===== src/rtl/memctrl_cfg.svh =====
`ifndef MEMCTRL_CFG_SVH
`define MEMCTRL_CFG_SVH

// IO window starts here and runs to the top of the address space
`define MEMCTRL_IO_BASE 32'h0003_0000

// byte address bits decoded by the RAM
`define MEMCTRL_RAM_AW 16

// bytes per instruction fetch
`define MEMCTRL_FETCH_LEN 4

`endif


===== src/rtl/memctrl_pkg.sv =====
package memctrl_pkg;

    typedef logic [31:0] addr_t;
    typedef logic [7:0]  byte_t;
    typedef logic [31:0] word_t;

    // access length in bytes, 1 2 or 4
    typedef logic [2:0]  len_t;
    // byte index inside one transaction
    typedef logic [2:0]  stage_t;

    // single byte access from one sequencer
    typedef struct packed {
        logic  valid;
        logic  write;
        logic  last;    // final byte issue of the transaction
        addr_t addr;
        byte_t wdata;
    } ramReq_t;

    typedef struct packed {
        logic  valid;
        byte_t rdata;
    } ramRsp_t;

    typedef enum logic [1:0] {
        ownNone,
        ownFetch,
        ownData
    } owner_e;

    typedef enum logic [1:0] {
        seqIdle,
        seqIssue,
        seqDrain
    } seqState_e;

endpackage


===== src/rtl/fetchSeq.sv =====
`timescale 1ns/1ns
`include "memctrl_cfg.svh"

module fetchSeq (
    input  logic                 clk,
    input  logic                 rst,
    input  logic                 rdy,
    input  logic                 fetchEn,
    input  memctrl_pkg::addr_t   fetchAddr,
    output logic                 fetchDone,
    output memctrl_pkg::word_t   fetchInst,
    input  logic                 grant,
    output memctrl_pkg::ramReq_t req,
    input  memctrl_pkg::ramRsp_t rsp
);
    import memctrl_pkg::*;

    localparam stage_t lastStage = stage_t'(`MEMCTRL_FETCH_LEN - 1);
    localparam stage_t fullCount = stage_t'(`MEMCTRL_FETCH_LEN);

    seqState_e state;
    addr_t     baseAddr;
    stage_t    stage;
    stage_t    rcvIdx;
    logic      start;
    logic      issued;
    logic      allIn;

    // no new fetch in the done cycle, fetchEn is still up then
    assign start  = rdy && state == seqIdle && fetchEn && !fetchDone;
    assign issued = grant && req.valid && rdy;
    // last byte arriving now or already stored during a pause
    assign allIn  = (rsp.valid && rcvIdx == lastStage) || rcvIdx == fullCount;

    always_comb begin
        req       = '0;
        req.valid = state == seqIssue;
        req.write = 1'b0;
        req.last  = stage == lastStage;
        req.addr  = baseAddr + addr_t'(stage);
    end

    always_ff @(posedge clk) begin
        if (rst) begin
            state     <= seqIdle;
            stage     <= '0;
            rcvIdx    <= '0;
            fetchDone <= 1'b0;
        end else begin
            fetchDone <= 1'b0;
            // a read byte is on the bus for one cycle only
            if (rsp.valid) begin
                rcvIdx <= rcvIdx + 3'd1;
            end
            if (rdy) begin
                case (state)
                    seqIdle: begin
                        if (start) begin
                            state  <= seqIssue;
                            stage  <= '0;
                            rcvIdx <= '0;
                        end
                    end
                    seqIssue: begin
                        if (issued) begin
                            stage <= stage + 3'd1;
                            if (req.last) begin
                                state <= seqDrain;
                            end
                        end
                    end
                    seqDrain: begin
                        if (allIn) begin
                            state     <= seqIdle;
                            fetchDone <= 1'b1;
                        end
                    end
                    default: state <= seqIdle;
                endcase
            end
        end
    end

    // little-endian assembly straight into the output word
    always_ff @(posedge clk) begin
        if (start) begin
            baseAddr <= fetchAddr;
        end
        if (rsp.valid) begin
            fetchInst[{rcvIdx[1:0], 3'b000} +: 8] <= rsp.rdata;
        end
    end

endmodule


===== src/rtl/dataSeq.sv =====
`timescale 1ns/1ns
`include "memctrl_cfg.svh"

module dataSeq (
    input  logic                 clk,
    input  logic                 rst,
    input  logic                 rdy,
    input  logic                 ioBufferFull,
    input  logic                 dataEn,
    input  logic                 dataStore,
    input  memctrl_pkg::len_t    dataLen,
    input  memctrl_pkg::addr_t   dataAddr,
    input  memctrl_pkg::word_t   dataWdata,
    output logic                 dataDone,
    output memctrl_pkg::word_t   dataRdata,
    input  logic                 grant,
    output memctrl_pkg::ramReq_t req,
    input  memctrl_pkg::ramRsp_t rsp
);
    import memctrl_pkg::*;

    seqState_e state;
    addr_t     baseAddr;
    addr_t     curAddr;
    len_t      lenReg;
    word_t     wdataReg;
    logic      isStore;
    stage_t    stage;
    stage_t    rcvIdx;
    stage_t    lastStage;
    logic      start;
    logic      issued;
    logic      ioStall;
    logic      allIn;

    assign start     = rdy && state == seqIdle && dataEn && !dataDone;
    assign lastStage = stage_t'(lenReg - 3'd1);
    assign curAddr   = baseAddr + addr_t'(stage);

    // stores into the IO window wait for room in the IO buffer
    assign ioStall = isStore && ioBufferFull && curAddr >= `MEMCTRL_IO_BASE;
    assign issued  = grant && req.valid && rdy;
    assign allIn   = (rsp.valid && rcvIdx == lastStage) || rcvIdx == stage_t'(lenReg);

    always_comb begin
        req       = '0;
        req.valid = state == seqIssue && !ioStall;
        req.write = isStore;
        req.last  = stage == lastStage;
        req.addr  = curAddr;
        // one byte lane per stage
        req.wdata = wdataReg[{stage[1:0], 3'b000} +: 8];
    end

    always_ff @(posedge clk) begin
        if (rst) begin
            state    <= seqIdle;
            stage    <= '0;
            rcvIdx   <= '0;
            dataDone <= 1'b0;
        end else begin
            dataDone <= 1'b0;
            if (rsp.valid) begin
                rcvIdx <= rcvIdx + 3'd1;
            end
            if (rdy) begin
                case (state)
                    seqIdle: begin
                        if (start) begin
                            state  <= seqIssue;
                            stage  <= '0;
                            rcvIdx <= '0;
                        end
                    end
                    seqIssue: begin
                        if (issued) begin
                            stage <= stage + 3'd1;
                            if (req.last && isStore) begin
                                // store ends on its final write
                                state    <= seqIdle;
                                dataDone <= 1'b1;
                            end else if (req.last) begin
                                state <= seqDrain;
                            end
                        end
                    end
                    seqDrain: begin
                        if (allIn) begin
                            state    <= seqIdle;
                            dataDone <= 1'b1;
                        end
                    end
                    default: state <= seqIdle;
                endcase
            end
        end
    end

    always_ff @(posedge clk) begin
        if (start) begin
            baseAddr  <= dataAddr;
            lenReg    <= dataLen;
            isStore   <= dataStore;
            wdataReg  <= dataWdata;
            // zero fill for short loads
            dataRdata <= '0;
        end else if (rsp.valid) begin
            dataRdata[{rcvIdx[1:0], 3'b000} +: 8] <= rsp.rdata;
        end
    end

endmodule


===== src/rtl/memArbiter.sv =====
`timescale 1ns/1ns

module memArbiter (
    input  logic                 clk,
    input  logic                 rst,
    input  logic                 rdy,
    input  memctrl_pkg::ramReq_t fetchReq,
    input  memctrl_pkg::ramReq_t dataReq,
    output logic                 fetchGrant,
    output logic                 dataGrant,
    output memctrl_pkg::ramRsp_t fetchRsp,
    output memctrl_pkg::ramRsp_t dataRsp,
    output memctrl_pkg::addr_t   memAddr,
    output logic                 memWrite,
    output memctrl_pkg::byte_t   memWdata,
    input  memctrl_pkg::byte_t   memRdata
);
    import memctrl_pkg::*;

    owner_e  owner;
    owner_e  nextOwner;
    // who issued the read whose byte is on memRdata now
    owner_e  rdOwner;
    ramReq_t cur;
    logic    issue;

    assign fetchGrant = owner == ownFetch;
    assign dataGrant  = owner == ownData;

    always_comb begin
        case (owner)
            ownFetch: cur = fetchReq;
            ownData:  cur = dataReq;
            default:  cur = '0;
        endcase
    end

    assign issue    = cur.valid && rdy;
    assign memAddr  = cur.addr;
    assign memWdata = cur.wdata;
    assign memWrite = issue && cur.write;

    always_comb begin
        nextOwner = owner;
        case (owner)
            ownNone: begin
                // data side wins a tie
                if (dataReq.valid) begin
                    nextOwner = ownData;
                end else if (fetchReq.valid) begin
                    nextOwner = ownFetch;
                end
            end
            ownFetch, ownData: begin
                if (issue && cur.last) begin
                    nextOwner = ownNone;
                end
            end
            default: nextOwner = ownNone;
        endcase
    end

    always_ff @(posedge clk) begin
        if (rst) begin
            owner   <= ownNone;
            rdOwner <= ownNone;
        end else begin
            if (rdy) begin
                owner <= nextOwner;
            end
            // follows every edge so a returning byte is never dropped
            if (issue && !cur.write) begin
                rdOwner <= owner;
            end else begin
                rdOwner <= ownNone;
            end
        end
    end

    always_comb begin
        fetchRsp.valid = rdOwner == ownFetch;
        fetchRsp.rdata = memRdata;
        dataRsp.valid  = rdOwner == ownData;
        dataRsp.rdata  = memRdata;
    end

endmodule


===== src/rtl/memCtrl.sv =====
`timescale 1ns/1ns

module memCtrl (
    input  logic               clk,
    input  logic               rst,
    input  logic               rdy,
    input  logic               ioBufferFull,
    input  logic               fetchEn,
    input  memctrl_pkg::addr_t fetchAddr,
    output logic               fetchDone,
    output memctrl_pkg::word_t fetchInst,
    input  logic               dataEn,
    input  logic               dataStore,
    input  memctrl_pkg::len_t  dataLen,
    input  memctrl_pkg::addr_t dataAddr,
    input  memctrl_pkg::word_t dataWdata,
    output logic               dataDone,
    output memctrl_pkg::word_t dataRdata,
    output memctrl_pkg::addr_t memAddr,
    output logic               memWrite,
    output memctrl_pkg::byte_t memWdata,
    input  memctrl_pkg::byte_t memRdata
);
    import memctrl_pkg::*;

    ramReq_t fetchReq;
    ramReq_t dataReq;
    ramRsp_t fetchRsp;
    ramRsp_t dataRsp;
    logic    fetchGrant;
    logic    dataGrant;

    fetchSeq u_fetchSeq (
        .clk       (clk),
        .rst       (rst),
        .rdy       (rdy),
        .fetchEn   (fetchEn),
        .fetchAddr (fetchAddr),
        .fetchDone (fetchDone),
        .fetchInst (fetchInst),
        .grant     (fetchGrant),
        .req       (fetchReq),
        .rsp       (fetchRsp)
    );

    dataSeq u_dataSeq (
        .clk          (clk),
        .rst          (rst),
        .rdy          (rdy),
        .ioBufferFull (ioBufferFull),
        .dataEn       (dataEn),
        .dataStore    (dataStore),
        .dataLen      (dataLen),
        .dataAddr     (dataAddr),
        .dataWdata    (dataWdata),
        .dataDone     (dataDone),
        .dataRdata    (dataRdata),
        .grant        (dataGrant),
        .req          (dataReq),
        .rsp          (dataRsp)
    );

    memArbiter u_memArbiter (
        .clk        (clk),
        .rst        (rst),
        .rdy        (rdy),
        .fetchReq   (fetchReq),
        .dataReq    (dataReq),
        .fetchGrant (fetchGrant),
        .dataGrant  (dataGrant),
        .fetchRsp   (fetchRsp),
        .dataRsp    (dataRsp),
        .memAddr    (memAddr),
        .memWrite   (memWrite),
        .memWdata   (memWdata),
        .memRdata   (memRdata)
    );

endmodule


===== config.mk =====
export PLATFORM = sky130hd
export DESIGN_NAME = memCtrl
export DESIGN_NICKNAME = d
export VERILOG_FILES = /design/src/rtl/memctrl_pkg.sv /design/src/rtl/fetchSeq.sv /design/src/rtl/dataSeq.sv /design/src/rtl/memArbiter.sv /design/src/rtl/memCtrl.sv
export VERILOG_INCLUDE_DIRS = /design/src /design/src/rtl
export SDC_FILE = /design/constraint.sdc
export NUM_CORES = 1
export LEC_CHECK = 0
export ABC_AREA = 1
export BUFFER_PORTS_ARGS = -buffer_cell sky130_fd_sc_hd__buf_2
export CORE_MARGIN = 10
export CORE_UTILIZATION = 35
export CTS_BUF_LIST = sky130_fd_sc_hd__clkbuf_16
export DETAILED_ROUTE_END_ITERATION = 7
export MAX_ROUTING_LAYER = met4
export PLACE_DENSITY = 0.68
export RECOVER_POWER = 100
export REMOVE_ABC_BUFFERS = 1
export SETUP_SLACK_MARGIN = 0.2
export SYNTH_ARGS = -nofsm -noshare
export SYNTH_HDL_FRONTEND = slang
export SYNTH_HIERARCHICAL = 1
export SYNTH_SLANG_ARGS = --single-unit

===== constraint.sdc =====
create_clock -name clk -period 3.7 [get_ports clk]
set_input_delay 0.37 -clock clk [delete_from_list [all_inputs] [get_ports clk]]
set_output_delay 0.37 -clock clk [all_outputs]
set_load 0.01 [all_outputs]

==> out/qor.csv, run 1 <==
metric,value,unit
outcome,"complete, but fails checks",
violations,"max-capacitance violations, max-slew violations",
slew_headroom,-16.8,%
multi_input_area,4430,um2
fin_skew,13.8,ps
grt_max_degree,44,
power_per_cell_area,477,nW/um2
place.gp.congestion,0.940,
yosysSeqAreaShare,49.8,%
path_class,flip-flop to primary output,
ys_types,44,
holdPathStages,1,
cts_hold_buf,0,
avgSynthCellArea,8.50,um2
fin_crit_sh,92.5,%
fp.dieH,190,um
maxCapViolCount,1,
drcViolationCount,0,
ir_worst_vdd,0.344,mV
drive_above_1_share,17.2,%
final_core_util,42.3,%
critPathSlowestCell,edfxtp_1,
first_pass_iters,6,
core_region_area,28600,um2
grt_antenna_before_repair,8,
leakage,4.76,nW
io_buffers,220,
crit_family,simple AND/OR/NAND/NOR gates,
antenna_left,0,
hold_viol_final,0,
timing.fmax,0.292,GHz
grt_pass1_vias,8699,
crit_path_cell_trace,ha_2 -> inv_2 -> fa_2 -> inv_2 -> nand2_2 -> nand2_4 -> nand2_4 -> nor2_4 -> nand2_1 -> nand2_1 -> nand2_1 -> nor2_1 -> nand2_1 -> nor2_2 -> nand2_2 -> nand2_2 -> nand2_2 -> inv_2 -> nand2_2 -> nand2_2 -> nand2_2 -> nor2_2 -> buf_4,
most-common-layout-cells,"nand2_1 (336), nor2_1 (145), edfxtp_1 (132), buf_2 (113), clkbuf_1 (110)",
io_pins,221,
setup_viol,0,
finalMaxSlewViolations,33,
synth_seq_cells,186,
hold_class,input pin to flip-flop,
crit_path_max_fanout,7,
die_w,190,um
dieArea,36200,um2
num_vias,8817,
cp_data_arrival_time,3050,ps
critPathRequiredTime,3330,ps
nFillCells,2947,
grt_pass1_wl,47500,um
cts_tree,done,
syn_area,10100,um2
cp_common_cell,nand2_2,
area_growth,19.5,%
tns,0,ps
grt_use_total,17.3,%
stdcell_area,12100,um2
rows,62,
clock-root-buffer,clkbuf_16,
layout_commonest_cell,nand2_1,
postSynthCellCount,1192,
critPathMaxStageDelay,340,ps
power.total,5.78,mW
regArea,5050,um2
worstMarginPinSlew,1750,ps
wire_per_inst,17.0,um
worstSkewPairLatency,450,ps
crit_path_end_kind,primary output,
dpl-instance-area,11500,um2
finalNetCount,1551,
post-route-min-period,3420,ps
crit_cells,23,
yosys_warnings,6,
r2r_cells,27,
start_util,35.4,%
grt-ovfl-total,0,
crit_buf_inv,4,
startpoint_type,flip-flop,
cts_max_path_buffers,2,
hpwlAfterDp,23700,um
rsz0062_at_grt,yes,
viasPerCell,4.87,
cts-htree-levels,4,
clkTransAtPathRegs,80,ps
cts-buffers-inserted,17,
drtIter0Drc,550,
wl,30900,um
cts.sinks,186,
[state kept, by name, summed over array words and instances, names as in the netlist, 3 cells and up]
| signal | count |
|---|---|
| u_dataSeq/baseAddr | 32 |
| u_dataSeq/dataRdata | 32 |
| u_dataSeq/wdataReg | 32 |
| u_fetchSeq/baseAddr | 32 |
| u_fetchSeq/fetchInst | 32 |
| u_dataSeq/lenReg | 3 |
| u_dataSeq/rcvIdx | 3 |
| u_dataSeq/stage | 3 |
| u_fetchSeq/rcvIdx | 3 |
| u_fetchSeq/stage | 3 |
[metal layers]
layer,wire length [um],vias to the layer above,track usage [%],part of all wire [%]
met5,0,-,-,0
met1,12800,4164,20.1,42
met3,2740,26,6.15,8.9
met2,14900,323,28.2,48
met4,395,0,3.97,1.3
li1,-,4304,-,-
[path summary, 6_finish.rpt]
kind	start	to	slack, ps
hold reg to reg	u_dataSeq/dataRdata[23]$_SDFFE_PP0P_	u_dataSeq/dataRdata[23]$_SDFFE_PP0P_	470
setup / recovery	u_dataSeq/baseAddr[0]$_DFFE_PP_	memWrite	280
setup reg to reg	u_dataSeq/baseAddr[0]$_DFFE_PP_	u_memArbiter/owner[0]$_SDFFE_PP0P_	460
hold / removal	dataWdata[24]	u_dataSeq/wdataReg[24]$_DFFE_PP_	90
[stage by stage]
| step | hold slack, ps | cells | setup WS [ps] |
|---|---|---|---|
| after floorplan | 439 | 1142 | -1810 |
| after global placement | 449 | 1758 | 519 |
| after detailed placement | 455 | 1758 | 469 |
| after CTS | 60.7 | 1798 | 209 |
| after global routing | 55.0 | 1811 | -17.9 |
| final | 91.4 | 1811 | 279 |
[synth_stat cells]
cell type  count  area share [%]
nand2_1      345              13
nor2_1       145             5.4
edfxtp_1     132              39
inv_1         97             3.6
a21oi_1       70             3.5
dfxtp_1       54              11
nand3_1       37             1.8
ha_1          29             3.6
nor3_1        27             1.3
xor2_1        27             2.3
buf_4         26             1.9
nand3b_1      20             1.5
o21ai_0       20            0.99
clkbuf_1      19            0.70
nor2_2        17             1.0
xnor2_1       16             1.4
a22oi_1       14             1.0
nand2_2       14            0.86
nand4_1       14            0.86
buf_2         11            0.54
nor2_4        10             1.1
o22ai_1        8            0.49
inv_2          7            0.26
a211oi_1       3            0.22
a21oi_2        2            0.17
a32oi_1        2            0.17
and2_1         2            0.12
buf_6          2            0.22
clkinv_1       2           0.074
fa_1           2            0.40
nand2_4        2            0.22
nand3_2        2            0.20
nor3_2         2            0.20
nor3_4         2            0.32
a22o_1         1           0.086
and3_1         1           0.062
conb_1         1           0.037
nand3_4        1            0.17
nor2_8         1            0.20
o21a_1         1           0.074
o41ai_1        1           0.086
or2_0          1           0.062
or2_1          1           0.062
or2_4          1           0.086
[cell type report]
type	instances	area share [%]
diodes	8	0.165
clock buffers	17	3.51
clock inverters	15	1.43
inverters	106	3.29
multi-input cells	850	36.6
flip-flops and latches	186	41.7
well taps	384	3.97
repair buffers	245	9.40
[kinds of logic after synthesis]
kind of cell,count (synthesis),share of synthesized area [%]
AND/OR/NAND/NOR,645,28.4
AO/OA/AOI/OAI,122,6.79
adder cells (fa/ha/maj),31,3.98
XOR/XNOR,43,3.72
other,1,0.0370
buffers and inverters,164,7.32
flip-flops,186,49.8
[timing repair]
item / CTS / global route
gates resized for setup: 13 / 16
pin swaps: 14 / 17
endpoints found under the setup margin: 1 / 1
setup buffers: 8 / 5
[power by group]
part	leakage, nW	switching (mW)	internal, mW	total (mW)
Sequential	1.69	0.123	2.40	2.53
Combinational	2.78	0.975	0.437	1.41
Clock	0.291	0.927	0.913	1.84
Total	4.76	2.03	3.75	5.78
No activity file was read; power rests on OpenSTA's default activity.
==> run 2: changes to the inputs <==
Settings changed: PLACE_DENSITY 0.68 to 0.66, SYNTH_HIERARCHICAL 1 to not set.
Clock period 3.7 ns to 3.4 ns, I/O delays scaled along.
==> run 2 against run 1 <==
Effect of this change: the flow still finishes with violations (max-capacitance violations, max-slew violations); synthesized area down 6.4%; critical path type unchanged; final cell count is 6.1% lower; critical endpoint unchanged; via count fell by 3.6%; flip-flop and latch count unchanged.
==> out/qor.csv, run 2 <==
metric,value,unit
outcome,"complete, but fails checks",
violations,"max-capacitance violations, max-slew violations",
worstSkewPairLatency,440,ps
hold_viol_final,0,
cts_tree,done,
area_growth,24.9,%
synth_ff_type,edfxtp_1,
wl,29700,um
crit_cells,18,
layout_commonest_cell,nand2_1,
hold_class,input pin to flip-flop,
holdPathStages,1,
grt-ovfl-total,0,
grt_use_total,17.8,%
wire_per_inst,17.5,um
cts-htree-levels,4,
grt_antenna_before_repair,10,
r2r_cells,20,
num_vias,8498,
clock-root-buffer,clkbuf_16,
syn_area,9490,um2
dieArea,34100,um2
finalNetCount,1482,
crit_buf_inv,1,
maxCapViolCount,3,
ys_types,46,
critPathSlowestCell,fa_1,
post-route-min-period,3210,ps
yosysMostFrequentCell,nand2_1,
antenna_left,0,
viasPerCell,5.00,
cts-buffers-inserted,17,
yosysSeqAreaShare,53.2,%
io_buffers,220,
rsz0062_at_grt,yes,
crit_path_end_kind,primary output,
grt_pass1_wl,45700,um
cp_data_arrival_time,2870,ps
hpwlAfterDp,22700,um
startpoint_type,flip-flop,
timing.fmax,0.312,GHz
yosys_warnings,0,
crit_path_cell_trace,ha_2 -> fa_1 -> nand2_4 -> nand2_4 -> nand3_4 -> nor2_4 -> nand3b_1 -> nand2_1 -> nor2_1 -> nand2_1 -> nor2_1 -> nand2_2 -> nand2_2 -> nand3_2 -> nand2_2 -> nand2_1 -> nor2_1 -> buf_2,
synthArstFlopShare,0,%
crit_path_max_fanout,3,
power.total,6.09,mW
dpl-instance-area,11000,um2
io_pins,221,
clkTransAtPathRegs,80,ps
worstMarginPinSlew,1710,ps
die_w,185,um
place.gp.congestion,0.915,
drcViolationCount,0,
slew_headroom,-14.3,%
synth_seq_cells,186,
grt_pass1_vias,8624,
setup_viol,0,
start_util,35.4,%
fin_crit_sh,94.3,%
synth_edf_count,132,
critPathRequiredTime,3060,ps
finalMaxSlewViolations,135,
first_pass_iters,5,
postSynthCellCount,1081,
drtIter0Drc,544,
path_class,flip-flop to primary output,
stdcell_area,11900,um2
yosysTopAreaCell,edfxtp_1,
synthTopCellsByArea,"edfxtp_1 (42%), dfxtp_1 (11%), nand2_1 (9.7%)",
crit_family,simple AND/OR/NAND/NOR gates,
power_per_cell_area,513,nW/um2
synth_top_area_share,41.8,%
drive_above_1_share,18.6,%
leakage,4.58,nW
yosys-top-cells-count,"nand2_1 (246), nor2_1 (174), edfxtp_1 (132)",
most-common-layout-cells,"nand2_1 (236), nor2_1 (169), edfxtp_1 (132), buf_2 (115), clkbuf_1 (107)",
grt_max_degree,65,
fp.dieH,185,um
fin_skew,14.8,ps
ir_worst_vdd,0.330,mV
cts_max_path_buffers,2,
rows,60,
avgSynthCellArea,8.78,um2
core_region_area,26800,um2
cts.sinks,186,
critPathMaxStageDelay,430,ps
==> run 2: cell count changes in the layout (fill, tap and decap cells not counted), moves of 13 or more <==
cell and delta:
buf_4 +16, o21ai_1 +13, o21ai_0 +24, nor2_1 +24, xor2_1 -15, nand2_1 -100
==> run 2: worst paths after layout <==
| check | slack [ps] | endpoint | startpoint |
|---|---|---|---|
| max reg2reg | 420 | u_dataSeq.stage[1]$_SDFFE_PP0P_ | u_dataSeq.baseAddr[0]$_DFFE_PP_ |
| min reg2reg | 470 | u_dataSeq.dataRdata[6]$_SDFFE_PP0P_ | u_dataSeq.dataRdata[6]$_SDFFE_PP0P_ |
| max | 190 | memWrite | u_dataSeq.baseAddr[0]$_DFFE_PP_ |
| min | 60 | u_dataSeq.wdataReg[25]$_DFFE_PP_ | dataWdata[25] |
==> run 2: kinds of logic (layout without fill, tap and decap cells) <==
family	Yosys count	after routing	synth area share, %
and+or+nand+nor	566	566	26.5
other	0	10	0
AOI/OAI and AO/OA	153	153	9.04
buffers and inverters	121	390	4.81
adders and majority gates	31	31	4.25
DFF	186	186	53.2
xor gates and xnor gates	24	24	2.21
==> run 2: metrics by stage <==
step | setup WS (ps) | hold slack [ps] | util, % | instances | setup TNS [ps]
2_1_floorplan | -3350 | 409 | - | 1059 | -333700
3_3_place_gp | 518 | 449 | 41.1 | 1629 | 0
3_5_place_dp | 456 | 451 | 41.1 | 1629 | 0
4_1_cts | 97.7 | 42.3 | 44.2 | 1681 | 0
5_1_grt | -10.6 | 39.0 | 44.2 | 1701 | -10.6
6_report | 194 | 64.8 | 44.2 | 1701 | 0
==> run 2: what timing repair did <==
| item | in CTS | in global routing |
|---|---|---|
| setup buffers | 20 | 10 |
| resized for setup | 25 | 37 |
| hold buffers | 0 | 0 |
| pin swaps | 23 | 39 |
| setup endpoints to repair | 13 | 18 |
==> run 2: metal layers <==
layer,track usage [%],wire length (um)
met1,20.9,12400
met2,28.5,14200
met3,5.34,2410
met4,6.05,748
met5,-,0
==> run 2: power by group <==
group          internal, mW  total (mW)  leakage, nW  switching (mW)
Sequential             2.62        2.74         1.69           0.121
Clock                 0.980        1.98        0.287           0.997
Combinational         0.424        1.36         2.60           0.940
Total                  4.03        6.09         4.58            2.06
==> run 2: final cells by class <==
| class | count | area (um2) |
|---|---|---|
| repair buffers | 259 | 1260 |
| inverters | 99 | 372 |
| well taps | 341 | 427 |
| clock buffers | 17 | 425 |
| flip-flops and latches | 186 | 5050 |
| multi-input cells | 774 | 4150 |
| clock inverters | 15 | 155 |
| diodes | 10 | 25.0 |
| fillers | 2690 | 14900 |
